File: config.mk
export PLATFORM = sky130hd
export DESIGN_NAME = sayehController
export DESIGN_NICKNAME = d
export VERILOG_FILES = /design/src/source/controllerPkg.sv /design/src/source/sayehController.sv /design/src/source/controlSequencer.sv /design/src/source/longOpDecoder.sv /design/src/source/shortOpDecoder.sv
export VERILOG_INCLUDE_DIRS = /design/src /design/src/source
export SDC_FILE = /design/constraint.sdc
export NUM_CORES = 1
export LEC_CHECK = 0
export BUFFER_PORTS_ARGS = -buffer_cell sky130_fd_sc_hd__buf_2
export CAP_MARGIN = 40
export CORE_ASPECT_RATIO = 1.75
export CORE_UTILIZATION = 45
export DETAILED_ROUTE_END_ITERATION = 16
export PLACE_DENSITY = 0.74
export RECOVER_POWER = 50
export SLEW_MARGIN = 10
export SYNTH_ARGS = -nofsm -noshare
export SYNTH_HDL_FRONTEND = slang
export SYNTH_SLANG_ARGS = --single-unit
export TNS_END_PERCENT = 10
File: constraint.sdc
create_clock -name clk -period 2.76 [get_ports clk]
set_input_delay 0.276 -clock clk [delete_from_list [all_inputs] [get_ports clk]]
set_output_delay 0.276 -clock clk [all_outputs]
set_load 0.03 [all_outputs]
File: src/source/controller_defines.svh
// SAYEH controller constants
// Instruction and opcode field widths, and the marker for a word
// that carries no second byte instruction
`ifndef CONTROLLER_DEFINES_SVH
`define CONTROLLER_DEFINES_SVH

// Full instruction word as it sits in the IR
`define INSTR_W 16

// Opcode and sub-op nibbles
`define OPC_W 4

// Low byte value meaning the word has no shadow half
`define NO_SHADOW_BYTE 8'h0F

`endif
File: src/source/controllerPkg.sv
// SAYEH controller types
// FSM states, instruction encodings and datapath control fields
`default_nettype none

`include "controller_defines.svh"

package controllerPkg;

	typedef enum logic [3:0] {
		stReset, stHalt, stFetch, stMemRead, stExec, stLoadWait, stStoreWait, stIncPc
	} stateT;

	// High nibble of a byte instruction
	typedef enum logic [`OPC_W-1:0] {
		opGroup0 = 4'd0, mvr = 4'd1, lda = 4'd2, sta = 4'd3,
		inp = 4'd4, oup = 4'd5, anl = 4'd6, orr = 4'd7,
		nol = 4'd8, shl = 4'd9, shr = 4'd10, add = 4'd11,
		sub = 4'd12, mul = 4'd13, cmp = 4'd14, opImm = 4'd15
	} opcodeT;

	// Operand nibble of a group-0 instruction
	typedef enum logic [`OPC_W-1:0] {
		nop = 4'd0, hlt = 4'd1, szf = 4'd2, czf = 4'd3, scf = 4'd4, ccf = 4'd5,
		cwp = 4'd6, jpr = 4'd7, brz = 4'd8, brc = 4'd9, awp = 4'd10
	} subOpT;

	// Bits 9..8 of an immediate-class word
	typedef enum logic [1:0] {mil = 2'd0, mih = 2'd1, spc = 2'd2, jpa = 2'd3} immOpT;

	typedef enum logic [3:0] {
		aluNone, aluPassB, aluAnd, aluOr, aluNot, aluShl, aluShr,
		aluAdd, aluSub, aluMul, aluCmp
	} aluOpT;

	// All but addrNone and addrRPlus0 load the PC
	typedef enum logic [2:0] {
		addrNone, addrResetPc, addrPcPlus1, addrPcPlusI, addrRPlusI, addrRPlus0
	} addrOpT;

	typedef enum logic [1:0] {opndNone, opndRfRight, opndIrLow, opndIrHigh} opndSrcT;

	typedef enum logic [1:0] {dataNone, dataAlu, dataAddress} dataSrcT;

	// How the sequencer finishes a byte instruction
	typedef enum logic [1:0] {stepDone, stepHalt, stepLoad, stepStore} stepT;

endpackage

`default_nettype wire

File: src/source/sayehController.sv
// SAYEH controller top level
// Byte and word decoders feed the fetch and execute sequencer
`timescale 1ns/1ns
`default_nettype none

`include "controller_defines.svh"

module sayehController (
	input  logic                   clk,
	input  logic                   rstN,
	input  logic [`INSTR_W-1:0]    instruction,
	input  logic                   cFlag,
	input  logic                   zFlag,
	input  logic                   memDataReady,
	output controllerPkg::addrOpT  addrOp,
	output logic                   rsOnAddr,
	output logic                   rdOnAddr,
	output controllerPkg::aluOpT   aluOp,
	output controllerPkg::opndSrcT opndSrc,
	output controllerPkg::dataSrcT dataSrc,
	output logic                   rfLWrite,
	output logic                   rfHWrite,
	output logic                   wpReset,
	output logic                   wpAdd,
	output logic                   irLoad,
	output logic                   srLoad,
	output logic                   readMem,
	output logic                   writeMem,
	output logic                   cSet,
	output logic                   cReset,
	output logic                   zSet,
	output logic                   zReset,
	output logic                   shadow
);
	import controllerPkg::*;

	logic [7:0] byteSel;

	// Byte decoder bundle
	aluOpT   shortAluOp;
	opndSrcT shortOpndSrc;
	logic    shortRfWrite;
	logic    shortSrLoad;
	logic    shortCSet;
	logic    shortCReset;
	logic    shortZSet;
	logic    shortZReset;
	logic    shortWpReset;
	stepT    shortStep;

	// Word decoder bundle
	logic    longValid;
	addrOpT  longAddrOp;
	aluOpT   longAluOp;
	opndSrcT longOpndSrc;
	dataSrcT longDataSrc;
	logic    longRfLWrite;
	logic    longRfHWrite;
	logic    longSrLoad;
	logic    longWpAdd;
	logic    longRdOnAddr;

	shortOpDecoder shortDec (
		.opByte  (byteSel),
		.aluOp   (shortAluOp),
		.opndSrc (shortOpndSrc),
		.rfWrite (shortRfWrite),
		.srLoad  (shortSrLoad),
		.cSet    (shortCSet),
		.cReset  (shortCReset),
		.zSet    (shortZSet),
		.zReset  (shortZReset),
		.wpReset (shortWpReset),
		.step    (shortStep)
	);

	longOpDecoder longDec (
		.instruction (instruction),
		.cFlag       (cFlag),
		.zFlag       (zFlag),
		.longValid   (longValid),
		.addrOp      (longAddrOp),
		.aluOp       (longAluOp),
		.opndSrc     (longOpndSrc),
		.dataSrc     (longDataSrc),
		.rfLWrite    (longRfLWrite),
		.rfHWrite    (longRfHWrite),
		.srLoad      (longSrLoad),
		.wpAdd       (longWpAdd),
		.rdOnAddr    (longRdOnAddr)
	);

	controlSequencer seq (
		.clk          (clk),
		.rstN         (rstN),
		.instruction  (instruction),
		.memDataReady (memDataReady),
		.shortAluOp   (shortAluOp),
		.shortOpndSrc (shortOpndSrc),
		.shortRfWrite (shortRfWrite),
		.shortSrLoad  (shortSrLoad),
		.shortCSet    (shortCSet),
		.shortCReset  (shortCReset),
		.shortZSet    (shortZSet),
		.shortZReset  (shortZReset),
		.shortWpReset (shortWpReset),
		.shortStep    (shortStep),
		.longValid    (longValid),
		.longAddrOp   (longAddrOp),
		.longAluOp    (longAluOp),
		.longOpndSrc  (longOpndSrc),
		.longDataSrc  (longDataSrc),
		.longRfLWrite (longRfLWrite),
		.longRfHWrite (longRfHWrite),
		.longSrLoad   (longSrLoad),
		.longWpAdd    (longWpAdd),
		.longRdOnAddr (longRdOnAddr),
		.byteSel      (byteSel),
		.addrOp       (addrOp),
		.rsOnAddr     (rsOnAddr),
		.rdOnAddr     (rdOnAddr),
		.aluOp        (aluOp),
		.opndSrc      (opndSrc),
		.dataSrc      (dataSrc),
		.rfLWrite     (rfLWrite),
		.rfHWrite     (rfHWrite),
		.wpReset      (wpReset),
		.wpAdd        (wpAdd),
		.irLoad       (irLoad),
		.srLoad       (srLoad),
		.readMem      (readMem),
		.writeMem     (writeMem),
		.cSet         (cSet),
		.cReset       (cReset),
		.zSet         (zSet),
		.zReset       (zReset),
		.shadow       (shadow)
	);

endmodule

`default_nettype wire

File: src/source/controlSequencer.sv
// Fetch and execute FSM of the SAYEH controller
// Runs a word as one full-word op or as up to two byte ops, and merges
// the decoder controls with its own memory sequencing
`timescale 1ns/1ns
`default_nettype none

`include "controller_defines.svh"

module controlSequencer (
	input  logic                   clk,
	input  logic                   rstN,
	input  logic [`INSTR_W-1:0]    instruction,
	input  logic                   memDataReady,
	input  controllerPkg::aluOpT   shortAluOp,
	input  controllerPkg::opndSrcT shortOpndSrc,
	input  logic                   shortRfWrite,
	input  logic                   shortSrLoad,
	input  logic                   shortCSet,
	input  logic                   shortCReset,
	input  logic                   shortZSet,
	input  logic                   shortZReset,
	input  logic                   shortWpReset,
	input  controllerPkg::stepT    shortStep,
	input  logic                   longValid,
	input  controllerPkg::addrOpT  longAddrOp,
	input  controllerPkg::aluOpT   longAluOp,
	input  controllerPkg::opndSrcT longOpndSrc,
	input  controllerPkg::dataSrcT longDataSrc,
	input  logic                   longRfLWrite,
	input  logic                   longRfHWrite,
	input  logic                   longSrLoad,
	input  logic                   longWpAdd,
	input  logic                   longRdOnAddr,
	output logic [7:0]             byteSel,
	output controllerPkg::addrOpT  addrOp,
	output logic                   rsOnAddr,
	output logic                   rdOnAddr,
	output controllerPkg::aluOpT   aluOp,
	output controllerPkg::opndSrcT opndSrc,
	output controllerPkg::dataSrcT dataSrc,
	output logic                   rfLWrite,
	output logic                   rfHWrite,
	output logic                   wpReset,
	output logic                   wpAdd,
	output logic                   irLoad,
	output logic                   srLoad,
	output logic                   readMem,
	output logic                   writeMem,
	output logic                   cSet,
	output logic                   cReset,
	output logic                   zSet,
	output logic                   zReset,
	output logic                   shadow
);
	import controllerPkg::*;

	stateT state;
	stateT nextState;
	logic  shadowPhase;
	logic  nextShadow;
	logic  readyQ;
	logic  moreHalf;
	logic  doLoad;
	logic  doStore;
	logic  endByte;

	assign byteSel = shadowPhase ? instruction[7:0] : instruction[`INSTR_W-1 -: 8];
	assign shadow = shadowPhase;
	// A second byte op is still pending
	assign moreHalf = !shadowPhase && (instruction[7:0] != `NO_SHADOW_BYTE);

	always_comb begin
		nextState = state;
		nextShadow = shadowPhase;
		addrOp = addrNone;
		rsOnAddr = 1'b0;
		rdOnAddr = 1'b0;
		aluOp = aluNone;
		opndSrc = opndNone;
		dataSrc = dataNone;
		rfLWrite = 1'b0;
		rfHWrite = 1'b0;
		wpReset = 1'b0;
		wpAdd = 1'b0;
		irLoad = 1'b0;
		srLoad = 1'b0;
		readMem = 1'b0;
		writeMem = 1'b0;
		cSet = 1'b0;
		cReset = 1'b0;
		zSet = 1'b0;
		zReset = 1'b0;
		doLoad = 1'b0;
		doStore = 1'b0;
		endByte = 1'b0;

		case (state)
			stReset: begin
				addrOp = addrResetPc;
				wpReset = 1'b1;
				cReset = 1'b1;
				zReset = 1'b1;
				nextState = stFetch;
			end
			stHalt: ;
			stFetch: begin
				readMem = 1'b1;
				nextState = stMemRead;
			end
			stMemRead: begin
				readMem = 1'b1;
				if (readyQ) begin
					irLoad = 1'b1;
					nextState = stExec;
				end
			end
			stExec: begin
				if (longValid && !shadowPhase) begin
					addrOp = longAddrOp;
					aluOp = longAluOp;
					opndSrc = longOpndSrc;
					dataSrc = longDataSrc;
					rfLWrite = longRfLWrite;
					rfHWrite = longRfHWrite;
					srLoad = longSrLoad;
					wpAdd = longWpAdd;
					rdOnAddr = longRdOnAddr;
					nextState = stFetch;
				end else begin
					aluOp = shortAluOp;
					opndSrc = shortOpndSrc;
					dataSrc = (shortRfWrite) ? dataAlu : dataNone;
					rfLWrite = shortRfWrite;
					rfHWrite = shortRfWrite;
					srLoad = shortSrLoad;
					cSet = shortCSet;
					cReset = shortCReset;
					zSet = shortZSet;
					zReset = shortZReset;
					wpReset = shortWpReset;
					case (shortStep)
						stepHalt: begin
							nextState = stHalt;
							nextShadow = 1'b0;
						end
						stepLoad: begin
							doLoad = 1'b1;
							nextState = stLoadWait;
						end
						stepStore: begin
							doStore = 1'b1;
							nextState = stStoreWait;
						end
						default: endByte = 1'b1;
					endcase
				end
			end
			stLoadWait: begin
				if (!readyQ)
					doLoad = 1'b1;
				else
					endByte = 1'b1;
			end
			stStoreWait: begin
				if (!readyQ) begin
					doStore = 1'b1;
				end else if (moreHalf) begin
					nextShadow = 1'b1;
					nextState = stExec;
				end else begin
					nextShadow = 1'b0;
					nextState = stIncPc;
				end
			end
			stIncPc: begin
				addrOp = addrPcPlus1;
				nextState = stFetch;
			end
			default: nextState = stReset;
		endcase

		// Memory read into Rd, address from Rs
		if (doLoad) begin
			addrOp = addrRPlus0;
			rsOnAddr = 1'b1;
			readMem = 1'b1;
			rfLWrite = 1'b1;
			rfHWrite = 1'b1;
		end

		// Rs passes the ALU onto the data bus, address from Rd
		if (doStore) begin
			addrOp = addrRPlus0;
			rdOnAddr = 1'b1;
			opndSrc = opndRfRight;
			aluOp = aluPassB;
			dataSrc = dataAlu;
			writeMem = 1'b1;
		end

		if (endByte) begin
			if (moreHalf) begin
				nextShadow = 1'b1;
				nextState = stExec;
			end else begin
				addrOp = addrPcPlus1;
				nextShadow = 1'b0;
				nextState = stFetch;
			end
		end
	end

	always_ff @(posedge clk) begin
		if (!rstN) begin
			state <= stReset;
			shadowPhase <= 1'b0;
			readyQ <= 1'b0;
		end else begin
			state <= nextState;
			shadowPhase <= nextShadow;
			readyQ <= memDataReady;
		end
	end

	// Memory bus direction and carry strobes are mutually exclusive
	assert property (@(posedge clk) disable iff (!rstN) !(readMem && writeMem));
	assert property (@(posedge clk) disable iff (!rstN) !(cSet && cReset));

endmodule

`default_nettype wire

File: src/source/longOpDecoder.sv
// Full-word instruction decoder
// Handles relative jump, branches, window add and the immediate class,
// and flags when a word is one of these
`timescale 1ns/1ns
`default_nettype none

`include "controller_defines.svh"

module longOpDecoder (
	input  logic [`INSTR_W-1:0]    instruction,
	input  logic                   cFlag,
	input  logic                   zFlag,
	output logic                   longValid,
	output controllerPkg::addrOpT  addrOp,
	output controllerPkg::aluOpT   aluOp,
	output controllerPkg::opndSrcT opndSrc,
	output controllerPkg::dataSrcT dataSrc,
	output logic                   rfLWrite,
	output logic                   rfHWrite,
	output logic                   srLoad,
	output logic                   wpAdd,
	output logic                   rdOnAddr
);
	import controllerPkg::*;

	opcodeT opcode;
	subOpT  subOp;
	immOpT  immOp;

	assign opcode = opcodeT'(instruction[`INSTR_W-1 -: `OPC_W]);
	assign subOp = subOpT'(instruction[`INSTR_W-`OPC_W-1 -: `OPC_W]);
	assign immOp = immOpT'(instruction[`INSTR_W-`OPC_W-3 -: 2]);

	always_comb begin
		longValid = 1'b0;
		addrOp = addrNone;
		aluOp = aluNone;
		opndSrc = opndNone;
		dataSrc = dataNone;
		rfLWrite = 1'b0;
		rfHWrite = 1'b0;
		srLoad = 1'b0;
		wpAdd = 1'b0;
		rdOnAddr = 1'b0;

		if (opcode == opGroup0) begin
			longValid = subOp inside {jpr, brz, brc, awp};
			case (subOp)
				jpr: addrOp = addrPcPlusI;
				brz: addrOp = zFlag ? addrPcPlusI : addrPcPlus1;
				brc: addrOp = cFlag ? addrPcPlusI : addrPcPlus1;
				awp: begin
					addrOp = addrPcPlus1;
					wpAdd = 1'b1;
				end
				default: ;
			endcase
		end else if (opcode == opImm) begin
			longValid = 1'b1;
			case (immOp)
				mil, mih: begin
					// Immediate byte goes through the ALU into one register half
					opndSrc = (immOp == mil) ? opndIrLow : opndIrHigh;
					aluOp = aluPassB;
					dataSrc = dataAlu;
					srLoad = 1'b1;
					addrOp = addrPcPlus1;
					rfLWrite = (immOp == mil);
					rfHWrite = (immOp == mih);
				end
				spc: begin
					addrOp = addrPcPlusI;
					dataSrc = dataAddress;
					rfLWrite = 1'b1;
					rfHWrite = 1'b1;
				end
				default: begin
					addrOp = addrRPlusI;
					rdOnAddr = 1'b1;
				end
			endcase
		end
	end

endmodule

`default_nettype wire

File: src/source/shortOpDecoder.sv
// Byte instruction decoder
// Turns one instruction byte into ALU, flag and window controls, plus
// the step kind that tells the sequencer how to finish the instruction
`timescale 1ns/1ns
`default_nettype none

`include "controller_defines.svh"

module shortOpDecoder (
	input  logic [7:0]             opByte,
	output controllerPkg::aluOpT   aluOp,
	output controllerPkg::opndSrcT opndSrc,
	output logic                   rfWrite,
	output logic                   srLoad,
	output logic                   cSet,
	output logic                   cReset,
	output logic                   zSet,
	output logic                   zReset,
	output logic                   wpReset,
	output controllerPkg::stepT    step
);
	import controllerPkg::*;

	opcodeT opcode;
	subOpT  subOp;

	assign opcode = opcodeT'(opByte[7 -: `OPC_W]);
	assign subOp = subOpT'(opByte[`OPC_W-1:0]);

	always_comb begin
		aluOp = aluNone;
		opndSrc = opndNone;
		rfWrite = 1'b0;
		srLoad = 1'b0;
		cSet = 1'b0;
		cReset = 1'b0;
		zSet = 1'b0;
		zReset = 1'b0;
		wpReset = 1'b0;
		step = stepDone;

		case (opcode)
			opGroup0: begin
				// jpr, brz, brc and awp belong to the word decoder
				case (subOp)
					hlt: step = stepHalt;
					szf: zSet = 1'b1;
					czf: zReset = 1'b1;
					scf: cSet = 1'b1;
					ccf: cReset = 1'b1;
					cwp: wpReset = 1'b1;
					default: ;
				endcase
			end
			mvr: aluOp = aluPassB;
			anl: aluOp = aluAnd;
			orr: aluOp = aluOr;
			nol: aluOp = aluNot;
			shl: aluOp = aluShl;
			shr: aluOp = aluShr;
			add: aluOp = aluAdd;
			sub: aluOp = aluSub;
			mul: aluOp = aluMul;
			cmp: aluOp = aluCmp;
			lda: step = stepLoad;
			sta: step = stepStore;
			// Port ops and stray codes fall through as a no-op
			default: ;
		endcase

		// Register ops take Rs from the right port and update the status register
		if (aluOp != aluNone) begin
			opndSrc = opndRfRight;
			srLoad = 1'b1;
			// Compare only sets flags
			rfWrite = (aluOp != aluCmp);
		end
	end

endmodule

`default_nettype wire

==> results.cfg, run 1 <==
[drt]
dr.pass1.iters = 4
wl_um = 3860
drc = 0
ant_nets = 0
vias = 1579
viasPerCell = 6.24
detail_route.wl_per_cell_um = 15.3
first_iter_violations = 52

[power]
power_mw = 0.869
ir_drop_mv = 0.424
p_per_area_nw_per_um2 = 566
p_leak_nw = 0.701

[floorplan]
die_w_um = 41.6
fp.dieH_um = 71.4
io_pins = 47
core_area_um2 = 2550
die_area_um2 = 2970
rows = 24
initial_utilization_pct = 48.5

[sta]
layout_setup_ws_ns = 0.144
max_freq_mhz = 382
finalClockSkew_ns = 0.000147
layout_min_cycle_time_ns = 2.62
setup_violations = 0
worst_pin_slew_ns = 0.503
rsz0062_at_grt = false
finalHoldWorstSlack_ns = 0.261
fin_crit_sh_pct = 94.8
hold_violations = 0
slew_headroom_pct = 66.1
maxSlewViolCount = 0
final.setup.tns_ns = 0

[clocking]
clk_latency_ns = 0.22
cts_tree = done
ctsLongestPathBuffers = 2
cts_setup_buffers = 0
clockRootBuffer = clkbuf_8
cts_buffers = 3
h-tree-depth = 1
cts.sinks = 5
path_clk_slew_ns = 0.04

[global_route]
grt_util_all_layers_pct = 27.0
antenna_found_initial = 0
grt_max_degree = 17
overflow = 0
grt_pass1_vias = 1464
grt_pass1_wl_um = 6490

[synth]
syn_avg_cell_area_um2 = 6.95
synth_edf_count = 0
ys_warn_count = 0
synth.cell_area_um2 = 1240
ys.flop_type = dfxtp_1
synth_fp_nets = 205
synthArstFlopShare_pct = 0
ys_ff_latch = 5
ys_types = 57
synth_cells = 178
seq_area_frac_synth_pct = 8.09

[placed_design]
place_ws_ns = 0.247
port_buffers = 46
gp_congestion = 0.899
dp_hpwl_um = 3090

[worst_setup_path]
worst_setup_path_end_kind = output port
path_cells = buf_2 -> or4_4 -> a21oi_4 -> a21o_1 -> or3_4 -> o211ai_2 -> a211o_1 -> buf_2
path_common_cell = buf_2
max_stage_delay_ns = 0.59
worst_path_dominant_cell_family = compound AO/OA/AOI/OAI gates
cp.buffers_inverters = 2
worstPathRequired_ns = 2.48
crit_type = primary input to output port
crit_fanout = 10
arrival_ns = 2.34
start_kind = primary input
slowest_stage = or4_4

[cells_and_area]
fin_nets = 255
drive_gt1_share_pct = 30.8
syn_to_final_growth_pct = 24.0
n_antenna_cell = 0

[worst_hold_path]
hp-class = primary input to flip-flop

[job]
drv_cap = 0

[run_status]
outcome = completed
[layout make-up]
class | instances | area, um2
Clock buffer | 4 | 45.0
Inverter | 6 | 22.5
Timing Repair Buffer | 53 | 275
Multi-Input combinational cell | 159 | 1060
Tap cell | 26 | 32.5
Sequential cell | 5 | 101
Fill cell | 259 | 1020
[logic make-up (layout without fill, tap and decap cells)]
kind of cell	count (synthesis)	count (layout)	share of synthesized area [%]
adders and majority gates	6	6	6.07
xor gates and xnor gates	1	1	0.708
muxes	8	8	6.77
AOI/OAI and AO/OA	62	62	35.8
DFF	5	5	8.09
buffers and inverters	14	63	6.27
and+or+nand+nor	82	82	36.3
[registers in the layout (all words and copies together) (netlist names)]
| register | cells |
|---|---|
| seq.shadow | 1 |
| seq.state | 3 |
| seq.readyQ | 1 |
[report_power, final]
part	switching (mW)	leakage, nW	internal (mW)	total (mW)
logic	0.406	0.636	0.218	0.624
registers	0.0183	0.0417	0.0914	0.110
clock network	0.0361	0.0228	0.0992	0.135
[through the flow]
stage                     utilization, %  std cells  cell area (um2)
after global routing                60.1        253             1530
after floorplan                        -        178             1240
after detailed placement            58.9        249             1500
after global placement              58.9        249             1500
after CTS                           60.7        253             1550
final                               60.1        253             1530
[synthesized netlist by cell type (all sizes together), types with 3 or more instances]
library cell   n  area [um2]
a21o           6        47.6
a21oi         15        86.3
a31oi          3        18.8
and2           4        26.3
buf            5        43.8
clkbuf         3        11.3
dfxtp          5         100
ha             6        75.1
inv            6        22.5
mux2           3        33.8
mux2i          5        50.1
nand2         26         100
nand2b         4        25.0
nand3          3        15.0
nor2          10        37.5
nor3          11        55.1
nor4           3        18.8
o21ai         14        73.8
o31ai          4        30.0
or4            3        26.3
[what timing repair did]
item,4_1_cts,5_1_grt
setup endpoints to repair,0,10
hold endpoints to repair,0,0
hold buffers,0,0
resized for setup,0,1
[cells in the final DEF, fill, tap and decap left out, types with 3 or more instances in the layout]
cell type and count:
inv_1 6, dfxtp_1 4, clkbuf_1 7, clkbuf_8 3, o21ai_0 13, and2_1 3, nand2b_1 4, nor3_1 11
a31oi_1 3, mux2i_1 5, ha_1 6, a21oi_1 14, buf_2 40, a21o_1 5, nor4_1 3, buf_4 7
nor2_1 10, nand2_1 26, o31ai_1 4, nand3_1 3, mux2_2 3
[layer usage]
layer	global-route usage [%]	share of wire, %
met1	29.1	40
met2	48.8	54
met3	2.52	3.3
met4	17.6	3.3
met5	0	0
[final timing paths]
| check | start | end | slack [ns] | depth (start not counted) |
|---|---|---|---|---|
| max | instruction[14] | addrOp[0] | 0.14 | 8 |
| min | memDataReady | seq.readyQ | 0.26 | 2 |
| max reg2reg | seq.shadow | seq.state[2] | 0.64 | 7 |
| min reg2reg | seq.readyQ | seq.state[0] | 0.66 | 3 |
No activity file was read; power rests on OpenSTA's default activity.
==> inputs of run 2 (changes only) <==
--- a/config.mk
+++ b/config.mk
@@ -11,6 +11,7 @@
 export CORE_ASPECT_RATIO = 1.75
 export CORE_UTILIZATION = 45
 export DETAILED_ROUTE_END_ITERATION = 16
+export MAX_ROUTING_LAYER = met4
 export PLACE_DENSITY = 0.74
 export RECOVER_POWER = 50
 export SLEW_MARGIN = 10
==> run 2 against run 1 <==
Net effect:
- via count up 0.44%
- sequential share of layout area unchanged
- clock skew about the same
- flip-flop and latch count unchanged
- worst hold slack better by 0.0032 ns
- critical path depth unchanged
- clock power about the same
- largest power group unchanged
==> results.cfg, run 2 (same netlist as run 1, synthesis figures left out) <==
[run_status]
outcome = completed

[clocking]
clockRootBuffer = clkbuf_8
cts_buffers = 3
ctsLongestPathBuffers = 2
cts_tree = done
cts.sinks = 5
h-tree-depth = 1
path_clk_slew_ns = 0.04
hold_buffers = 0
clk_latency_ns = 0.22

[worst_setup_path]
arrival_ns = 2.35
path_cells = buf_2 -> or4_4 -> a21oi_4 -> a21o_1 -> or3_4 -> o211ai_2 -> a211o_1 -> buf_2
crit_fanout = 10
worst_path_dominant_cell_family = compound AO/OA/AOI/OAI gates
crit_path_start = instruction[14]
worstPathRequired_ns = 2.48
crit_type = primary input to output port
max_stage_delay_ns = 0.59
start_kind = primary input
slowest_stage = or4_4
worst_setup_path_end_kind = output port
path_common_cell = buf_2
cp.buffers_inverters = 2
r2r_start = seq.shadow

[cells_and_area]
drive_gt1_share_pct = 30.8
regMostFlops = seq.state
n_antenna_cell = 0
fin_nets = 255
multi_input_area_um2 = 1060
instances_no_fill = 253
final_cell_area_um2 = 1530
final_common_cell = buf_2
regArea_um2 = 101
layout_common_cells = buf_2, nand2_1, a21oi_1, o21ai_0, nor3_1
largest_reg_flops = 3
syn_to_final_growth_pct = 24.0
final_util_pct = 60.1
nFillCells = 259

[placed_design]
gp_congestion = 0.914
placed_area_um2 = 1500
dp_hpwl_um = 3090
placed_cells = 249
port_buffers = 46

[global_route]
grt_util_all_layers_pct = 27.8
grt_max_degree = 17
grt_pass1_wl_um = 6470
overflow = 0
antenna_found_initial = 0
grt_pass1_vias = 1468

[floorplan]
die_w_um = 41.6
rows = 24
io_pins = 47
core_area_um2 = 2550
fp.dieH_um = 71.4
initial_utilization_pct = 48.5
die_area_um2 = 2970

[power]
p_leak_nw = 0.701
p_per_area_nw_per_um2 = 566
ir_drop_mv = 0.425

[drt]
wl_um = 3860
first_iter_violations = 50
dr.pass1.iters = 4
viasPerCell = 6.27
drc = 0
detail_route.wl_per_cell_um = 15.3
ant_nets = 0
vias = 1586

[sta]
slew_headroom_pct = 67.5
hold_violations = 0
fin_crit_sh_pct = 95.1
layout_min_cycle_time_ns = 2.62
final.setup.tns_ns = 0
setup_violations = 0
maxSlewViolCount = 0
max_freq_mhz = 381
rsz0062_at_grt = false
finalClockSkew_ns = 0.000565
worst_pin_slew_ns = 0.483

[worst_hold_path]
hp-class = primary input to flip-flop
hold_start = memDataReady

[job]
drv_cap = 0
[run 2: cell counts in the layout (fill, tap and decap cells not counted)]
Identical to the previous run, type by type.
[run 2: per-stage QoR]
step           total power, mW  worst slack, ns  hold slack [ns]
3_5_place_dp             0.727            0.247            0.479
4_1_cts                  0.869           0.0905            0.259
2_1_floorplan            0.551           0.0968            0.392
3_3_place_gp             0.725            0.267            0.483
5_1_grt                  0.933           0.0300            0.261
6_report                 0.868            0.136            0.264
[run 2: final timing paths]
kind	depth (start not counted)	endpoint	slack, ns
setup reg to reg	7	seq.state[2]	0.64
setup / recovery	8	addrOp[0]	0.14
hold / removal	2	seq.readyQ	0.26
hold reg to reg	3	seq.state[0]	0.65
[run 2: power breakdown]
group	switching, mW	internal, mW	leakage, nW	total [mW]
logic	0.406	0.218	0.636	0.623
clock network	0.0362	0.0992	0.0228	0.135
registers	0.0182	0.0914	0.0417	0.110
[run 2: layer usage]
metal | GRT usage (%) | up-vias | routed length [um]
li1 | - | 771 | -
met4 | 17.6 | 0 | 129
met2 | 48.8 | 69 | 2090
met5 | - | - | 0
met3 | 2.52 | 12 | 128
met1 | 29.1 | 734 | 1520
[run 2: timing repair]
action                                  CTS  global route
buffers inserted                          0             0
endpoints found under the setup margin    0            10
endpoints found under the hold margin     0             0
resized for setup                         0             1
[run 2: cell type report]
class	count	area share (%)
Sequential cell	5	6.61
Clock buffer	4	2.94
Tap cell	26	2.12
Multi-Input combinational cell	159	68.9
Inverter	6	1.47
Timing Repair Buffer	53	17.9
==> inputs of run 3 (changes only) <==
--- a/config.mk
+++ b/config.mk
@@ -9,13 +9,13 @@
 export BUFFER_PORTS_ARGS = -buffer_cell sky130_fd_sc_hd__buf_2
 export CAP_MARGIN = 40
 export CORE_ASPECT_RATIO = 1.75
-export CORE_UTILIZATION = 45
+export CORE_UTILIZATION = 33
 export DETAILED_ROUTE_END_ITERATION = 16
 export MAX_ROUTING_LAYER = met4
-export PLACE_DENSITY = 0.74
 export RECOVER_POWER = 50
 export SLEW_MARGIN = 10
 export SYNTH_ARGS = -nofsm -noshare
 export SYNTH_HDL_FRONTEND = slang
+export SYNTH_HIERARCHICAL = 1
 export SYNTH_SLANG_ARGS = --single-unit
 export TNS_END_PERCENT = 10
==> run 3 against run 2 <==
Net effect:
- the flow now finishes with violations (negative setup slack)
- fmax shrank 6.0%
- routed wire length grew 11%
- first-iteration DRC count shrank 24%
- setup slack lost 0.17 ns
- power shrank 44%
- global-route usage shrank 7.5 points
- critical path depth grew 1
- via count grew 0.50%
- flip-flop and latch count is the same
- worst hold slack gained 0.0022 ns
- final cell count grew 13%
- highest routed layer unchanged
==> results.cfg, run 3 <==
[job]
drv_cap = 0

[synth]
synth.cell_area_um2 = 1330
synthArstFlopShare_pct = 0
yosysMostFrequentCell = nor2_1
seq_area_frac_synth_pct = 7.51
ys_ff_latch = 5
synth_cells = 182
syn_avg_cell_area_um2 = 7.32
ys_top_cells_by_area = dfxtp_1, mux2_1, buf_4
yosys.area.top_type = dfxtp_1
synth_top_area_share_pct = 7.51
synthTopCellsByCount = nor2_1, buf_4, nand2_1
ys_types = 58
synth_edf_count = 0
ys_warn_count = 6
ys.flop_type = dfxtp_1

[global_route]
overflow = 0
antenna_found_initial = 0
grt_pass1_wl_um = 6610
grt_pass1_vias = 1488
grt_max_degree = 15
grt_util_all_layers_pct = 20.3

[clocking]
clockRootBuffer = clkbuf_8
clk_latency_ns = 0.22
cts_buffers = 3
cts_tree = done
ctsLongestPathBuffers = 2
h-tree-depth = 1
hold_buffers = 0
cts.sinks = 5
path_clk_slew_ns = 0.04

[cells_and_area]
syn_to_final_growth_pct = 40.4
drive_gt1_share_pct = 40.6
largest_reg_flops = 3
nFillCells = 405
n_antenna_cell = 0
final_common_cell = buf_2
regMostFlops = seq/state
layout_common_cells = buf_2, buf_4, nor2_1
final_util_pct = 48.4
fin_nets = 267

[floorplan]
initial_utilization_pct = 34.5
core_area_um2 = 3870
io_pins = 47
die_area_um2 = 4310
die_w_um = 50.0
rows = 30
fp.dieH_um = 86.1

[drt]
drc = 0
dr.pass1.iters = 4
first_iter_violations = 38
ant_nets = 0
viasPerCell = 5.55
vias = 1594
wl_um = 4300
detail_route.wl_per_cell_um = 15.0

[power]
power_mw = 0.490
switching_share_pct = 42.4
p_per_area_nw_per_um2 = 262
ir_drop_mv = 0.344
internal-power_mw = 0.282
power.share.sequential_pct = 17.1
combPwrFrac_pct = 55.7
p_leak_nw = 0.877
pwr-share-clk_pct = 27.3
p_sw_mw = 0.207

[sta]
layout_setup_ws_ns = -0.0332
rsz0062_at_grt = true
layout_min_cycle_time_ns = 2.79
maxSlewViolCount = 0
finalClockSkew_ns = 0.00111
max_freq_mhz = 358
setup_violations = 2
hold_violations = 0
fin_crit_sh_pct = 101

[worst_setup_path]
worstPathRequired_ns = 2.48
crit_type = flip-flop to output port
arrival_ns = 2.52
start_kind = flip-flop
worst_setup_path_end_kind = output port
crit_fanout = 6

[run_status]
failed_checks = negative setup slack
outcome = finished with violations

[placed_design]
place_ws_ns = 0.0186
gp_congestion = 0.955
dp_hpwl_um = 3360
port_buffers = 46

[worst_hold_path]
hp-class = primary input to flip-flop
[run 3: power groups by stage]
stage | Clock, mW | Sequential (mW) | Combinational [mW]
5_1_grt | 0.142 | 0.0845 | 0.293
2_1_floorplan | 0 | 0.0848 | 0.186
3_3_place_gp | 0 | 0.0843 | 0.256
3_5_place_dp | 0 | 0.0844 | 0.255
6_report | 0.133 | 0.0836 | 0.273
4_1_cts | 0.138 | 0.0835 | 0.268
[run 3: layout make-up]
| type | instances | area, um2 | area share [%] |
|---|---|---|---|
| inverters | 7 | 26.3 | 1.40 |
| flip-flops and latches | 5 | 104 | 5.55 |
| repair buffers | 71 | 473 | 25.3 |
| multi-input cells | 152 | 1160 | 62.1 |
| clock buffers | 4 | 45.0 | 2.41 |
| well taps | 48 | 60.1 | 3.21 |
[run 3: path summary, 6_finish.rpt]
check                       to          from  slack (ns)  cells past startpoint
setup reg to reg  seq/state[2]    seq/shadow        0.41                     10
setup / recovery     addrOp[0]    seq/shadow       -0.03                      9
hold / removal      seq/readyQ  memDataReady        0.27                      2
hold reg to reg     seq/shadow  seq/state[2]        0.61                      2
[run 3: what timing repair did]
action                                  4_1_cts  5_1_grt
pin swaps                                     4        3
endpoints found under the setup margin       12       15
buffers inserted                              2        3
gates resized for setup                      34        5
cloned                                        1        0
[run 3: per-layer routing]
layer / global-route usage (%) / vias to the layer above / wire length [um]
met2: 41.3 / 52 / 2490
met5: - / - / 0
met3: 0.887 / 8 / 156
met4: 8.05 / 0 / 95
met1: 18.5 / 754 / 1560
li1: - / 780 / -
[run 3: metrics by stage]
| stage | cells | hold WS [ns] | instance area (um2) | TNS [ns] |
|---|---|---|---|---|
| global placement | 277 | 0.483 | 1680 | 0 |
| floorplan | 184 | 0.398 | 1390 | 0 |
| CTS | 284 | 0.259 | 1840 | -0.191 |
| global route | 287 | 0.268 | 1870 | -1.31 |
| finish | 287 | 0.266 | 1870 | -0.0335 |
| detailed placement | 277 | 0.488 | 1680 | 0 |
[run 3: worst max-delay path, cell delays in order (launching register included)]
cell and delay [ns]:
dfxtp_4 0.38, mux2_4 0.33, nor4_4 0.28, nand2b_1 0.14, o32ai_4 0.12, buf_4 0.18, inv_1 0.05, a31o_4 0.24
or3_1 0.39, buf_4 0.18
[run 3: cell families after synthesis]
kind of cell | share of synthesized area [%]
AOI/OAI and AO/OA | 29.1
adders and majority gates | 5.63
buffers and inverters | 12.0
DFF | 7.51
muxes | 6.76
other | 0.564
and+or+nand+nor | 38.4
